===== config.mk =====
export PLATFORM = sky130hd
export DESIGN_NAME = retire_queue_top
export DESIGN_NICKNAME = d
export VERILOG_FILES = /design/src/hw/retire_queue_pkg.sv /design/src/hw/one_hot_occupancy.sv /design/src/hw/result_fifo.sv /design/src/hw/issue_tagger.sv /design/src/hw/retire_unit.sv /design/src/hw/retire_queue_top.sv
export SDC_FILE = /design/constraint.sdc
export NUM_CORES = 1
export LEC_CHECK = 0
export ABC_AREA = 1
export BUFFER_PORTS_ARGS = -buffer_cell sky130_fd_sc_hd__buf_4
export CAP_MARGIN = 20
export CORE_UTILIZATION = 45
export DETAILED_ROUTE_END_ITERATION = 7
export PLACE_DENSITY = 0.64
export SETUP_SLACK_MARGIN = 0.02
export SYNTH_ARGS = -nofsm -noshare
export SYNTH_HDL_FRONTEND = slang
export SYNTH_SLANG_ARGS = --single-unit

===== constraint.sdc =====
create_clock -name clk -period 7.15 [get_ports clk]
set_input_delay 1.43 -clock clk [delete_from_list [all_inputs] [get_ports clk]]
set_output_delay 1.43 -clock clk [all_outputs]
set_load 0.05 [all_outputs]

===== src/hw/retire_queue_pkg.sv =====
//////////////////////////////////////////////////
// retire queue shared widths, depth and types
// entry layout and FIFO storage style selection
//////////////////////////////////////////////////

package retire_queue_pkg;

    //////////////////////////////////////////////////
    // widths
    localparam int DATA_W   = 32;
    localparam int REG_ID_W = 5;
    // tag wraps every 8 issues
    localparam int SEQ_W    = 3;
    localparam int COUNT_W  = 16;

    // tag, rd, data packed in one word
    localparam int ENTRY_W  = SEQ_W + REG_ID_W + DATA_W;

    //////////////////////////////////////////////////
    // queue depth, must stay a power of two
    localparam int FIFO_DEPTH = 4;
    // ram / shift chain index
    localparam int FIFO_IDX_W = $clog2(FIFO_DEPTH);
    // occupancy count 0..FIFO_DEPTH
    localparam int OCC_W      = $clog2(FIFO_DEPTH + 1);

    //////////////////////////////////////////////////
    // payload types
    typedef logic [DATA_W-1:0]   data_t;
    typedef logic [REG_ID_W-1:0] reg_id_t;
    typedef logic [SEQ_W-1:0]    seq_t;
    typedef logic [COUNT_W-1:0]  count_t;

    // {seq, rd, data}, tag in the top bits
    typedef logic [ENTRY_W-1:0]  entry_t;

    // storage styles of the result buffer
    typedef enum logic [1:0] {
        LUTRAM_FIFO,
        NON_MUXED_INPUT_FIFO,
        NON_MUXED_OUTPUT_FIFO
    } fifo_style_t;

    // shift-in chain by default
    localparam fifo_style_t FIFO_STYLE = NON_MUXED_INPUT_FIFO;

endpackage


===== src/hw/one_hot_occupancy.sv =====
//////////////////////////////////////////////////
// one-hot occupancy tracker for the result FIFO
//////////////////////////////////////////////////

`timescale 1ns/1ps

module one_hot_occupancy (
    input  logic clk,
    input  logic rst,
    input  logic push,
    input  logic pop,
    output logic early_full,
    output logic full,
    output logic empty,
    output logic valid,
    output logic early_valid,
    output logic two_plus
);
    import retire_queue_pkg::*;

    // bit k set means k entries held
    logic [FIFO_DEPTH:0] occ;
    logic [FIFO_DEPTH:0] occ_next;

    //////////////////////////////////////////////////
    // next occupancy
    always_comb begin
        occ_next = occ;
        // push with pop leaves the count alone
        if (push && !pop) begin
            occ_next = {occ[FIFO_DEPTH-1:0], 1'b0};
        end else if (pop && !push) begin
            occ_next = {1'b0, occ[FIFO_DEPTH:1]};
        end
    end

    always_ff @(posedge clk) begin
        if (rst) begin
            // start empty, bit 0 hot
            occ <= {{FIFO_DEPTH{1'b0}}, 1'b1};
        end else begin
            occ <= occ_next;
        end
    end

    //////////////////////////////////////////////////
    // status flags straight from the one-hot bits
    assign full     = occ[FIFO_DEPTH];
    assign empty    = occ[0];
    assign valid    = ~occ[0];
    // neither 0 nor 1 entries held
    assign two_plus = ~occ[0] & ~occ[1];

    // previews of next cycle
    assign early_full  = occ_next[FIFO_DEPTH];
    assign early_valid = ~occ_next[0];

endmodule


===== src/hw/result_fifo.sv =====
//////////////////////////////////////////////////
// small result FIFO, three storage styles
// not overflow or underflow safe
//////////////////////////////////////////////////

`timescale 1ns/1ps

module result_fifo #(
    parameter retire_queue_pkg::fifo_style_t FIFO_TYPE = retire_queue_pkg::FIFO_STYLE
) (
    input  logic                     clk,
    input  logic                     rst,
    input  logic                     push,
    input  logic                     pop,
    input  retire_queue_pkg::entry_t data_in,
    output retire_queue_pkg::entry_t data_out,
    output logic                     valid,
    output logic                     full
);
    import retire_queue_pkg::*;

    logic two_plus;

    //////////////////////////////////////////////////
    // occupancy flags
    one_hot_occupancy u_occupancy (
        .clk        (clk),
        .rst        (rst),
        .push       (push),
        .pop        (pop),
        .early_full (),
        .full       (full),
        .empty      (),
        .valid      (valid),
        .early_valid(),
        .two_plus   (two_plus)
    );

    //////////////////////////////////////////////////
    // storage
    if (FIFO_TYPE == LUTRAM_FIFO) begin : g_lutram
        entry_t                ram [FIFO_DEPTH];
        logic [FIFO_IDX_W-1:0] rd_idx;
        logic [FIFO_IDX_W-1:0] wr_idx;

        // indices wrap since depth is a power of two
        always_ff @(posedge clk) begin
            if (rst) begin
                rd_idx <= '0;
                wr_idx <= '0;
            end else begin
                if (pop) begin
                    rd_idx <= rd_idx + 1'b1;
                end
                if (push) begin
                    wr_idx <= wr_idx + 1'b1;
                end
            end
        end

        always_ff @(posedge clk) begin
            if (push) begin
                ram[wr_idx] <= data_in;
            end
        end

        assign data_out = ram[rd_idx];

    end else if (FIFO_TYPE == NON_MUXED_INPUT_FIFO) begin : g_shift_in
        entry_t                chain [FIFO_DEPTH];
        logic [FIFO_IDX_W-1:0] rd_idx;

        // read point tracks the oldest entry in the chain
        always_ff @(posedge clk) begin
            if (rst) begin
                rd_idx <= '0;
            end else if (push && valid && !pop) begin
                rd_idx <= rd_idx + 1'b1;
            end else if (pop && two_plus && !push) begin
                rd_idx <= rd_idx - 1'b1;
            end
        end

        // new data enters at slot 0, rest move up
        always_ff @(posedge clk) begin
            if (push) begin
                chain[0] <= data_in;
                for (int i = 1; i < FIFO_DEPTH; i++) begin
                    chain[i] <= chain[i-1];
                end
            end
        end

        assign data_out = chain[rd_idx];

    end else begin : g_fixed_out
        entry_t           slot     [FIFO_DEPTH];
        // extra top slot for push and pop while full
        entry_t           slot_new [FIFO_DEPTH+1];
        logic [OCC_W-1:0] wr_cnt;

        always_ff @(posedge clk) begin
            if (rst) begin
                wr_cnt <= '0;
            end else if (push && !pop) begin
                wr_cnt <= wr_cnt + 1'b1;
            end else if (pop && !push) begin
                wr_cnt <= wr_cnt - 1'b1;
            end
        end

        // write lands at the occupancy index
        always_comb begin
            for (int i = 0; i < FIFO_DEPTH; i++) begin
                slot_new[i] = (push && wr_cnt == OCC_W'(i)) ? data_in : slot[i];
            end
            slot_new[FIFO_DEPTH] = data_in;
        end

        // pop shifts everything toward slot 0
        always_ff @(posedge clk) begin
            for (int i = 0; i < FIFO_DEPTH; i++) begin
                slot[i] <= pop ? slot_new[i+1] : slot_new[i];
            end
        end

        assign data_out = slot[0];
    end

endmodule


===== src/hw/issue_tagger.sv =====
//////////////////////////////////////////////////
// issue side, tags results and pushes entries
//////////////////////////////////////////////////

`timescale 1ns/1ps

module issue_tagger (
    input  logic                      clk,
    input  logic                      rst,
    input  logic                      issue,
    input  retire_queue_pkg::reg_id_t issue_rd,
    input  retire_queue_pkg::data_t   issue_data,
    input  logic                      full,
    output logic                      push,
    output retire_queue_pkg::entry_t  data_in
);
    import retire_queue_pkg::*;

    // tag of the next accepted issue
    seq_t seq;

    // issue while full is dropped
    assign push = issue & ~full;

    // tag on top, then rd, then data
    assign data_in = {seq, issue_rd, issue_data};

    //////////////////////////////////////////////////
    // sequence counter
    always_ff @(posedge clk) begin
        if (rst) begin
            seq <= '0;
        end else if (push) begin
            // wraps 7 -> 0
            seq <= seq + 1'b1;
        end
    end

endmodule


===== src/hw/retire_unit.sv =====
//////////////////////////////////////////////////
// retire side, pops entries into registered
// retire outputs and counts retirements
//////////////////////////////////////////////////

`timescale 1ns/1ps

module retire_unit (
    input  logic                      clk,
    input  logic                      rst,
    input  logic                      valid,
    input  retire_queue_pkg::entry_t  data_out,
    input  logic                      retire_ready,
    output logic                      pop,
    output logic                      retire_valid,
    output retire_queue_pkg::reg_id_t retire_rd,
    output retire_queue_pkg::data_t   retire_data,
    output retire_queue_pkg::seq_t    retire_seq,
    output logic                      rf_we,
    output retire_queue_pkg::count_t  retired_count
);
    import retire_queue_pkg::*;

    seq_t    entry_seq;
    reg_id_t entry_rd;
    data_t   entry_data;

    // unpack head entry
    assign {entry_seq, entry_rd, entry_data} = data_out;

    // take the head whenever allowed
    assign pop = valid & retire_ready;

    //////////////////////////////////////////////////
    // control and counter
    always_ff @(posedge clk) begin
        if (rst) begin
            retire_valid  <= 1'b0;
            rf_we         <= 1'b0;
            retired_count <= '0;
        end else begin
            retire_valid <= pop;
            // x0 never written
            rf_we        <= pop && (entry_rd != '0);
            if (pop) begin
                retired_count <= retired_count + 1'b1;
            end
        end
    end

    // payload, loaded on pop only
    always_ff @(posedge clk) begin
        if (pop) begin
            retire_rd   <= entry_rd;
            retire_data <= entry_data;
            retire_seq  <= entry_seq;
        end
    end

endmodule


===== src/hw/retire_queue_top.sv =====
//////////////////////////////////////////////////
// retire queue top, tagger -> FIFO -> retire
//////////////////////////////////////////////////

`timescale 1ns/1ps

module retire_queue_top (
    input  logic                      clk,
    input  logic                      rst,
    input  logic                      issue,
    input  retire_queue_pkg::reg_id_t issue_rd,
    input  retire_queue_pkg::data_t   issue_data,
    input  logic                      retire_ready,
    output logic                      issue_stall,
    output logic                      retire_valid,
    output retire_queue_pkg::reg_id_t retire_rd,
    output retire_queue_pkg::data_t   retire_data,
    output retire_queue_pkg::seq_t    retire_seq,
    output logic                      rf_we,
    output retire_queue_pkg::count_t  retired_count
);
    import retire_queue_pkg::*;

    // issue -> fifo
    logic   push;
    logic   full;
    entry_t data_in;

    // fifo -> retire
    logic   pop;
    logic   valid;
    entry_t data_out;

    // stall is just the queue full flag
    assign issue_stall = full;

    //////////////////////////////////////////////////
    // stages
    issue_tagger u_tagger (
        .clk       (clk),
        .rst       (rst),
        .issue     (issue),
        .issue_rd  (issue_rd),
        .issue_data(issue_data),
        .full      (full),
        .push      (push),
        .data_in   (data_in)
    );

    result_fifo #(
        .FIFO_TYPE(FIFO_STYLE)
    ) u_fifo (
        .clk     (clk),
        .rst     (rst),
        .push    (push),
        .pop     (pop),
        .data_in (data_in),
        .data_out(data_out),
        .valid   (valid),
        .full    (full)
    );

    retire_unit u_retire (
        .clk          (clk),
        .rst          (rst),
        .valid        (valid),
        .data_out     (data_out),
        .retire_ready (retire_ready),
        .pop          (pop),
        .retire_valid (retire_valid),
        .retire_rd    (retire_rd),
        .retire_data  (retire_data),
        .retire_seq   (retire_seq),
        .rf_we        (rf_we),
        .retired_count(retired_count)
    );

endmodule


==> flow_summary_export.csv, run 1 <==
group,metric,value,unit
route,antenna_left,0,
clock_network,clock_latency,0.50,ns
synthesis,netlist_area,8520,µm²
synthesis,synth_nets,675,
clock_network,cts_made_buffers,25,
critical_path,crit_fanout,7,
placed_design,gp_congestion,0.804,
critical_path,critPathTopFamily,"flip-flops",
floorplan,die_h,140,µm
floorplan,rows,49,
synthesis,synthCells,631,
worst_hold_path,hold_class,"reg2reg",
pwr,ir_worst_vdd,202,µV
synthesis,async_flop_share,0,
global_route,antenna_found_initial,0,
critical_path,slowest_stage,"dfxtp_1",
pwr,p_total,3360,µW
pwr,power.share.switching,0.249,
critical_path,worstPathArrival,1.23,ns
timing,max_freq,0.376,GHz
pwr,p_int,2520,µW
critical_path,cp_cell_sequence,"buf_4",
synthesis,synth_fa_ha_area_frac,0.00440,
synthesis,yosys.cell_types.count,32,
clock_network,htree_num_levels,1,
timing,fin_skew,0.00756,ns
pwr,power_frac_seq,0.512,
global_route,track_usage,0.171,
clock_network,ctsResizeCount,0,
clock_network,cts_root_buffer,"clkbuf_16",
route,dr.pass1.iters,4,
synthesis,synth_compound_area_frac,0.0892,
timing,period_share,0.372,
critical_path,critical_path_class,"reg2out",
cells_and_area,antenna_cells,0,
global_route,grt_pass1_vias,5211,
route,avgViaCountPerCell,5.30,
floorplan,core,18300,µm²
timing,setup_tns,0,ns
global_route,grtUsageMet3,0.0317,
critical_path,regToRegSetupSlack,5.02,ns
synthesis,synth-simple-area-share,0.0963,
clock_network,cts.sinks,230,
placed_design,hpwl,9060,µm
synthesis,synthMuxAreaShare,0,
timing,finalHoldViolCount,0,
clock_network,cts_hold_buf,0,
timing,drv_slew,0,
clock_network,cts_setup_buffers,0,
placed_design,numPortBuffers,99,
pwr,p_clk_frac,0.372,
synthesis,synth_common_cells,"200 x edfxtp_1, 101 x nor2_1, 82 x o21ai_0, 57 x nand2_1, 35 x o22ai_1",
synthesis,synth_top_family_by_area,"simple AND/OR/NAND/NOR gates",
synthesis,yosysTopAreaCell,"edfxtp_1",
timing,slew_headroom,0.420,
route,drc,0,
synthesis,synthTopCellsByArea,"edfxtp_1 70%, dfxtp_1 7.0%, o21ai_0 4.8%",
critical_path,required,5.72,ns
global_route,overflow,0,
route,routed_wl,16400,µm
floorplan,die_w,140,µm
placed_design,dpl_cell_area,9460,µm²
route,dr_total_vias,5185,
timing,rsz0062_at_grt,"false",
pwr,switching_power,839,µW
global_route,met1_usage,0.230,
global_route,gr-usage-met2,0.285,
synthesis,avgSynthCellArea,13.5,µm²
cells_and_area,syn_to_final_growth,20.4,%
synthesis,synth_warnings,0,
route,wire_per_inst,16.8,µm
synthesis,synthMostInstantiatedCell,"edfxtp_1",
timing,min_period,2.66,ns
global_route,busiest_layer,"met2",
timing,worst_pin_slew,0.870,ns
timing,setup_violations,0,
clock_network,clkTransAtPathRegs,0.06,ns
synthesis,ys_seq_elements,230,
pwr,combPwrFrac,0.116,
critical_path,crit_buf_inv,1,
route,drt_iter0_drc,429,
critical_path,startpoint_type,"register",
floorplan,num_io_pins,100,
timing,worst_slack,4.49,ns
synthesis,netlist.area_leader.share,0.705,
critical_path,worst_setup_path_end_kind,"output port",
pwr,power_density,328,nW/µm²
clock_network,cts_buffer_depth,3,
synthesis,synth_edf_count,200,
synthesis,synth_ff_type,"edfxtp_1",
job,cap_violations,0,
placed_design,dp_slack,4.13,ns
floorplan,die_area,19500,µm²
pwr,leakage,0.00383,µW
synthesis,synth_xor_area_frac,0.00308,
cells_and_area,drive_gt1_frac,0.203,
critical_path,max_stage_delay,0.48,ns
floorplan,start_util,0.467,
cells_and_area,nets,776,
cells_and_area,final_cell_area,10300,µm²
global_route,grt_pass1_wl,26700,µm
clock_network,cts_tree,"built",
synthesis,yosysSeqAreaShare,0.775,
run_status,outcome,"finished, final reports clean",
global_route,grt_start_max_net_pins,164,
-- power groups by stage --
stage | logic, µW | registers (µW) | clock network (µW)
after floorplan | 198 | 1820 | 0
after global placement | 378 | 1740 | 0
after detailed placement | 394 | 1750 | 0
after CTS | 394 | 1730 | 1280
after global routing | 429 | 1740 | 1330
final | 390 | 1720 | 1250
-- layer usage --
layer | share of wire | up-vias
li1 | - | 2479
met3 | 0.045 | 23
met2 | 0.47 | 143
met5 | 0 | -
met4 | 0.020 | 0
met1 | 0.46 | 2540
-- registers in the layout (all words and copies together), names as in the netlist, named ones only --
name / flops
u_fifo.g_shift_in.chain: 160
u_retire.retire_data: 32
u_retire.retired_count: 16
u_fifo.u_occupancy.occ: 5
u_retire.retire_rd: 5
u_retire.retire_seq: 3
u_tagger.seq: 3
u_fifo.g_shift_in.rd_idx: 2
u_retire.retire_valid: 1
u_retire.rf_we: 1
-- placed cells by master (no fill, tap or decap), drive strengths merged, types with 16 or more instances in the layout --
cell / instances
nor2: 106
inv: 36
nand2: 59
dfxtp: 30
nand3: 16
clkbuf: 33
buf: 102
o21ai: 84
o22ai: 35
edfxtp: 200
-- cell families after synthesis --
logic type                 after synthesis
DFF                                    230
and+or+nand+nor                        191
AOI/OAI and AO/OA                      140
buffers and inverters                   64
xor gates and xnor gates                 3
adders and majority gates                3
-- metrics by stage --
step / util / hold WS, ns / cells
after global placement: 0.518 / 0.423 / 934
after CTS: 0.562 / 0.440 / 979
after floorplan: - / 0.421 / 631
final: 0.562 / 0.438 / 979
after detailed placement: 0.518 / 0.428 / 934
after global routing: 0.562 / 0.447 / 979
-- path summary, 6_finish.rpt --
path,startpoint,to,cells past startpoint
max,u_retire.retired_count[8]$_SDFFE_PP0N_,retired_count[8],1
min,u_fifo.g_shift_in.chain[1][22]$_DFFE_PN_,u_fifo.g_shift_in.chain[2][22]$_DFFE_PN_,0
min reg2reg,u_fifo.g_shift_in.chain[1][22]$_DFFE_PN_,u_fifo.g_shift_in.chain[2][22]$_DFFE_PN_,0
max reg2reg,register,u_retire.rf_we$_SDFF_PP0_,5
-- area by class of cell --
type	instances	area, µm²
Clock buffer	33	666
Timing Repair Buffer	102	778
Clock inverter	12	134
Tap cell	229	287
Fill cell	1488	8010
Sequential cell	230	6610
Inverter	36	138
Multi-Input combinational cell	337	1650
Note: power is estimated with default switching activity, not from simulation.
==> run 2, diff against run 1 <==
==> constraint.sdc (replaced) <==
create_clock -name clk -period 2.3 [get_ports clk]
set_input_delay 0.46 -clock clk [delete_from_list [all_inputs] [get_ports clk]]
set_output_delay 0.46 -clock clk [all_outputs]
set_load 0.05 [all_outputs]
==> run 2 against run 1 <==
Net effect:
- clock power grew to 3.0 times the previous value
- final cell count is 0.51% higher
- cell area is 0.37% higher
- worst setup slack worse by 3.9 ns
- combinational power grew to 3.2 times the previous value
- via count is 0.33% higher
- sequential cell count stayed put
- clock-buffer cell count is 2 lower
- first-iteration DRC count is 4.2% higher
==> flow_summary_export.csv, run 2 (synthesis gave the netlist of run 1 again) <==
group,metric,value,unit
run_status,outcome,"finished, final reports clean",
route,antenna_left,0,
timing,period_share,0.726,
cells_and_area,final_cell_mix,"200 x edfxtp_1, 107 x buf_4, 101 x nor2_1",
clock_network,cts_buffer_depth,3,
global_route,grt_pass1_wl,26200,µm
route,dr.pass1.iters,5,
clock_network,cts_root_buffer,"clkbuf_16",
clock_network,cts.sinks,230,
floorplan,die_h,140,µm
clock_network,htree_num_levels,1,
clock_network,clock_latency,0.50,ns
critical_path,max_stage_delay,0.46,ns
critical_path,critical_path_class,"reg2out",
clock_network,cts_hold_buf,0,
pwr,p_clk_frac,0.362,
critical_path,crit_fanout,7,
clock_network,cts_tree,"built",
critical_path,worst_setup_path_end_kind,"output port",
floorplan,die_area,19500,µm²
global_route,grt_start_max_net_pins,80,
global_route,overflow,0,
critical_path,worstPathArrival,1.21,ns
cells_and_area,largest_register_ffs,160,
job,cap_violations,0,
timing,slew_headroom,0.486,
route,met2_length,7610,µm
cells_and_area,regMostFlops,"u_fifo.g_shift_in.chain",
timing,holdWs,0.130,ns
timing,min_period,1.67,ns
placed_design,hpwl,9640,µm
timing,drv_slew,0,
cells_and_area,antenna_cells,0,
cells_and_area,nets,781,
floorplan,start_util,0.467,
floorplan,rows,49,
route,drt-met1-wl,7260,µm
cells_and_area,postLayoutCoreUtil,0.564,
route,routed-wl-met3,995,µm
cells_and_area,regArea,6610,µm²
clock_network,ctsResizeCount,0,
timing,finalHoldViolCount,0,
placed_design,numPortBuffers,99,
global_route,grt_pass1_vias,5084,
pwr,p_int,7720,µW
critical_path,regToRegSetupSlack,0.68,ns
floorplan,die_w,140,µm
placed_design,dpl_cell_area,9530,µm²
cells_and_area,drive_gt1_frac,0.216,
cells_and_area,final_cell_area,10300,µm²
cells_and_area,final_common_cell,"edfxtp_1",
critical_path,slowest_stage,"dfxtp_1",
global_route,track_usage,0.168,
cells_and_area,syn_to_final_growth,20.8,%
clock_network,cts_made_buffers,24,
critical_path,required,1.84,ns
timing,max_freq,0.599,GHz
global_route,antenna_found_initial,0,
cells_and_area,multi_input_area,1660,µm²
pwr,switching_power,2620,µW
clock_network,cts_setup_buffers,0,
pwr,power_frac_seq,0.516,
critical_path,critPathTopFamily,"flip-flops",
route,routed_wl,16200,µm
route,routed.top_layer,"met4",
pwr,ir_worst_vdd,767,µV
floorplan,num_io_pins,100,
critical_path,crit_buf_inv,1,
placed_design,gp_congestion,0.827,
pwr,combPwrFrac,0.122,
route,drc,0,
critical_path,startpoint_type,"register",
timing,worst_pin_slew,0.771,ns
cells_and_area,fillers,1528,
timing,setup_violations,0,
timing,fin_skew,0.0116,ns
route,wire_per_inst,16.5,µm
pwr,power.share.switching,0.253,
clock_network,clkTransAtPathRegs,0.06,ns
worst_hold_path,hold_class,"in2reg",
timing,setup_tns,0,ns
pwr,power_density,1000,nW/µm²
route,dr_total_vias,5202,
cells_and_area,largestRegisters,"u_fifo.g_shift_in.chain x160, u_retire.retire_data x32, u_retire.retired_count x16",
timing,rsz0062_at_grt,"false",
route,avgViaCountPerCell,5.29,
pwr,leakage,0.00385,µW
floorplan,core,18300,µm²
critical_path,cp_cell_sequence,"buf_4",
route,drt_iter0_drc,447,
## run 2: layer usage
metal | vias up | global-route usage
li1 | 2492 | -
met1 | 2513 | 0.234
met2 | 167 | 0.271
met3 | 30 | 0.0341
met4 | 0 | 0.0474
met5 | - | 0
## run 2: cell type report
type | instances | share of cell area
clock inverters | 13 | 0.0119
clock buffers | 31 | 0.0629
repair buffers | 108 | 0.0799
flip-flops and latches | 230 | 0.642
multi-input cells | 337 | 0.161
inverters | 36 | 0.0146
well taps | 229 | 0.0278
## run 2: final timing paths
kind / start / to / cells after the start
max: u_retire.retired_count[8]$_SDFFE_PP0N_ / retired_count[8] / 1
min: issue_data[29] / u_fifo.g_shift_in.chain[0][29]$_DFFE_PN_ / 1
max reg2reg: register / u_retire.retire_data[16]$_DFFE_PN_ / 4
min reg2reg: u_fifo.g_shift_in.chain[1][7]$_DFFE_PN_ / u_fifo.g_shift_in.chain[2][7]$_DFFE_PN_ / 0
## run 2: power groups by stage
stage                     combinational, µW  clock (µW)  sequential, µW
after global routing                   1390        4010            5380
after detailed placement               1280           0            5410
after global placement                 1240           0            5390
final                                  1260        3740            5330
after floorplan                         632           0            5630
after CTS                              1280        3830            5330
## run 2: per-stage QoR
step	power, µW	setup WS, ns	std cells
after floorplan	6270	-1.58	631
after global placement	6630	0.539	940
after detailed placement	6690	0.524	940
after CTS	10400	0.617	984
after global routing	10800	0.522	984
final	10300	0.629	984
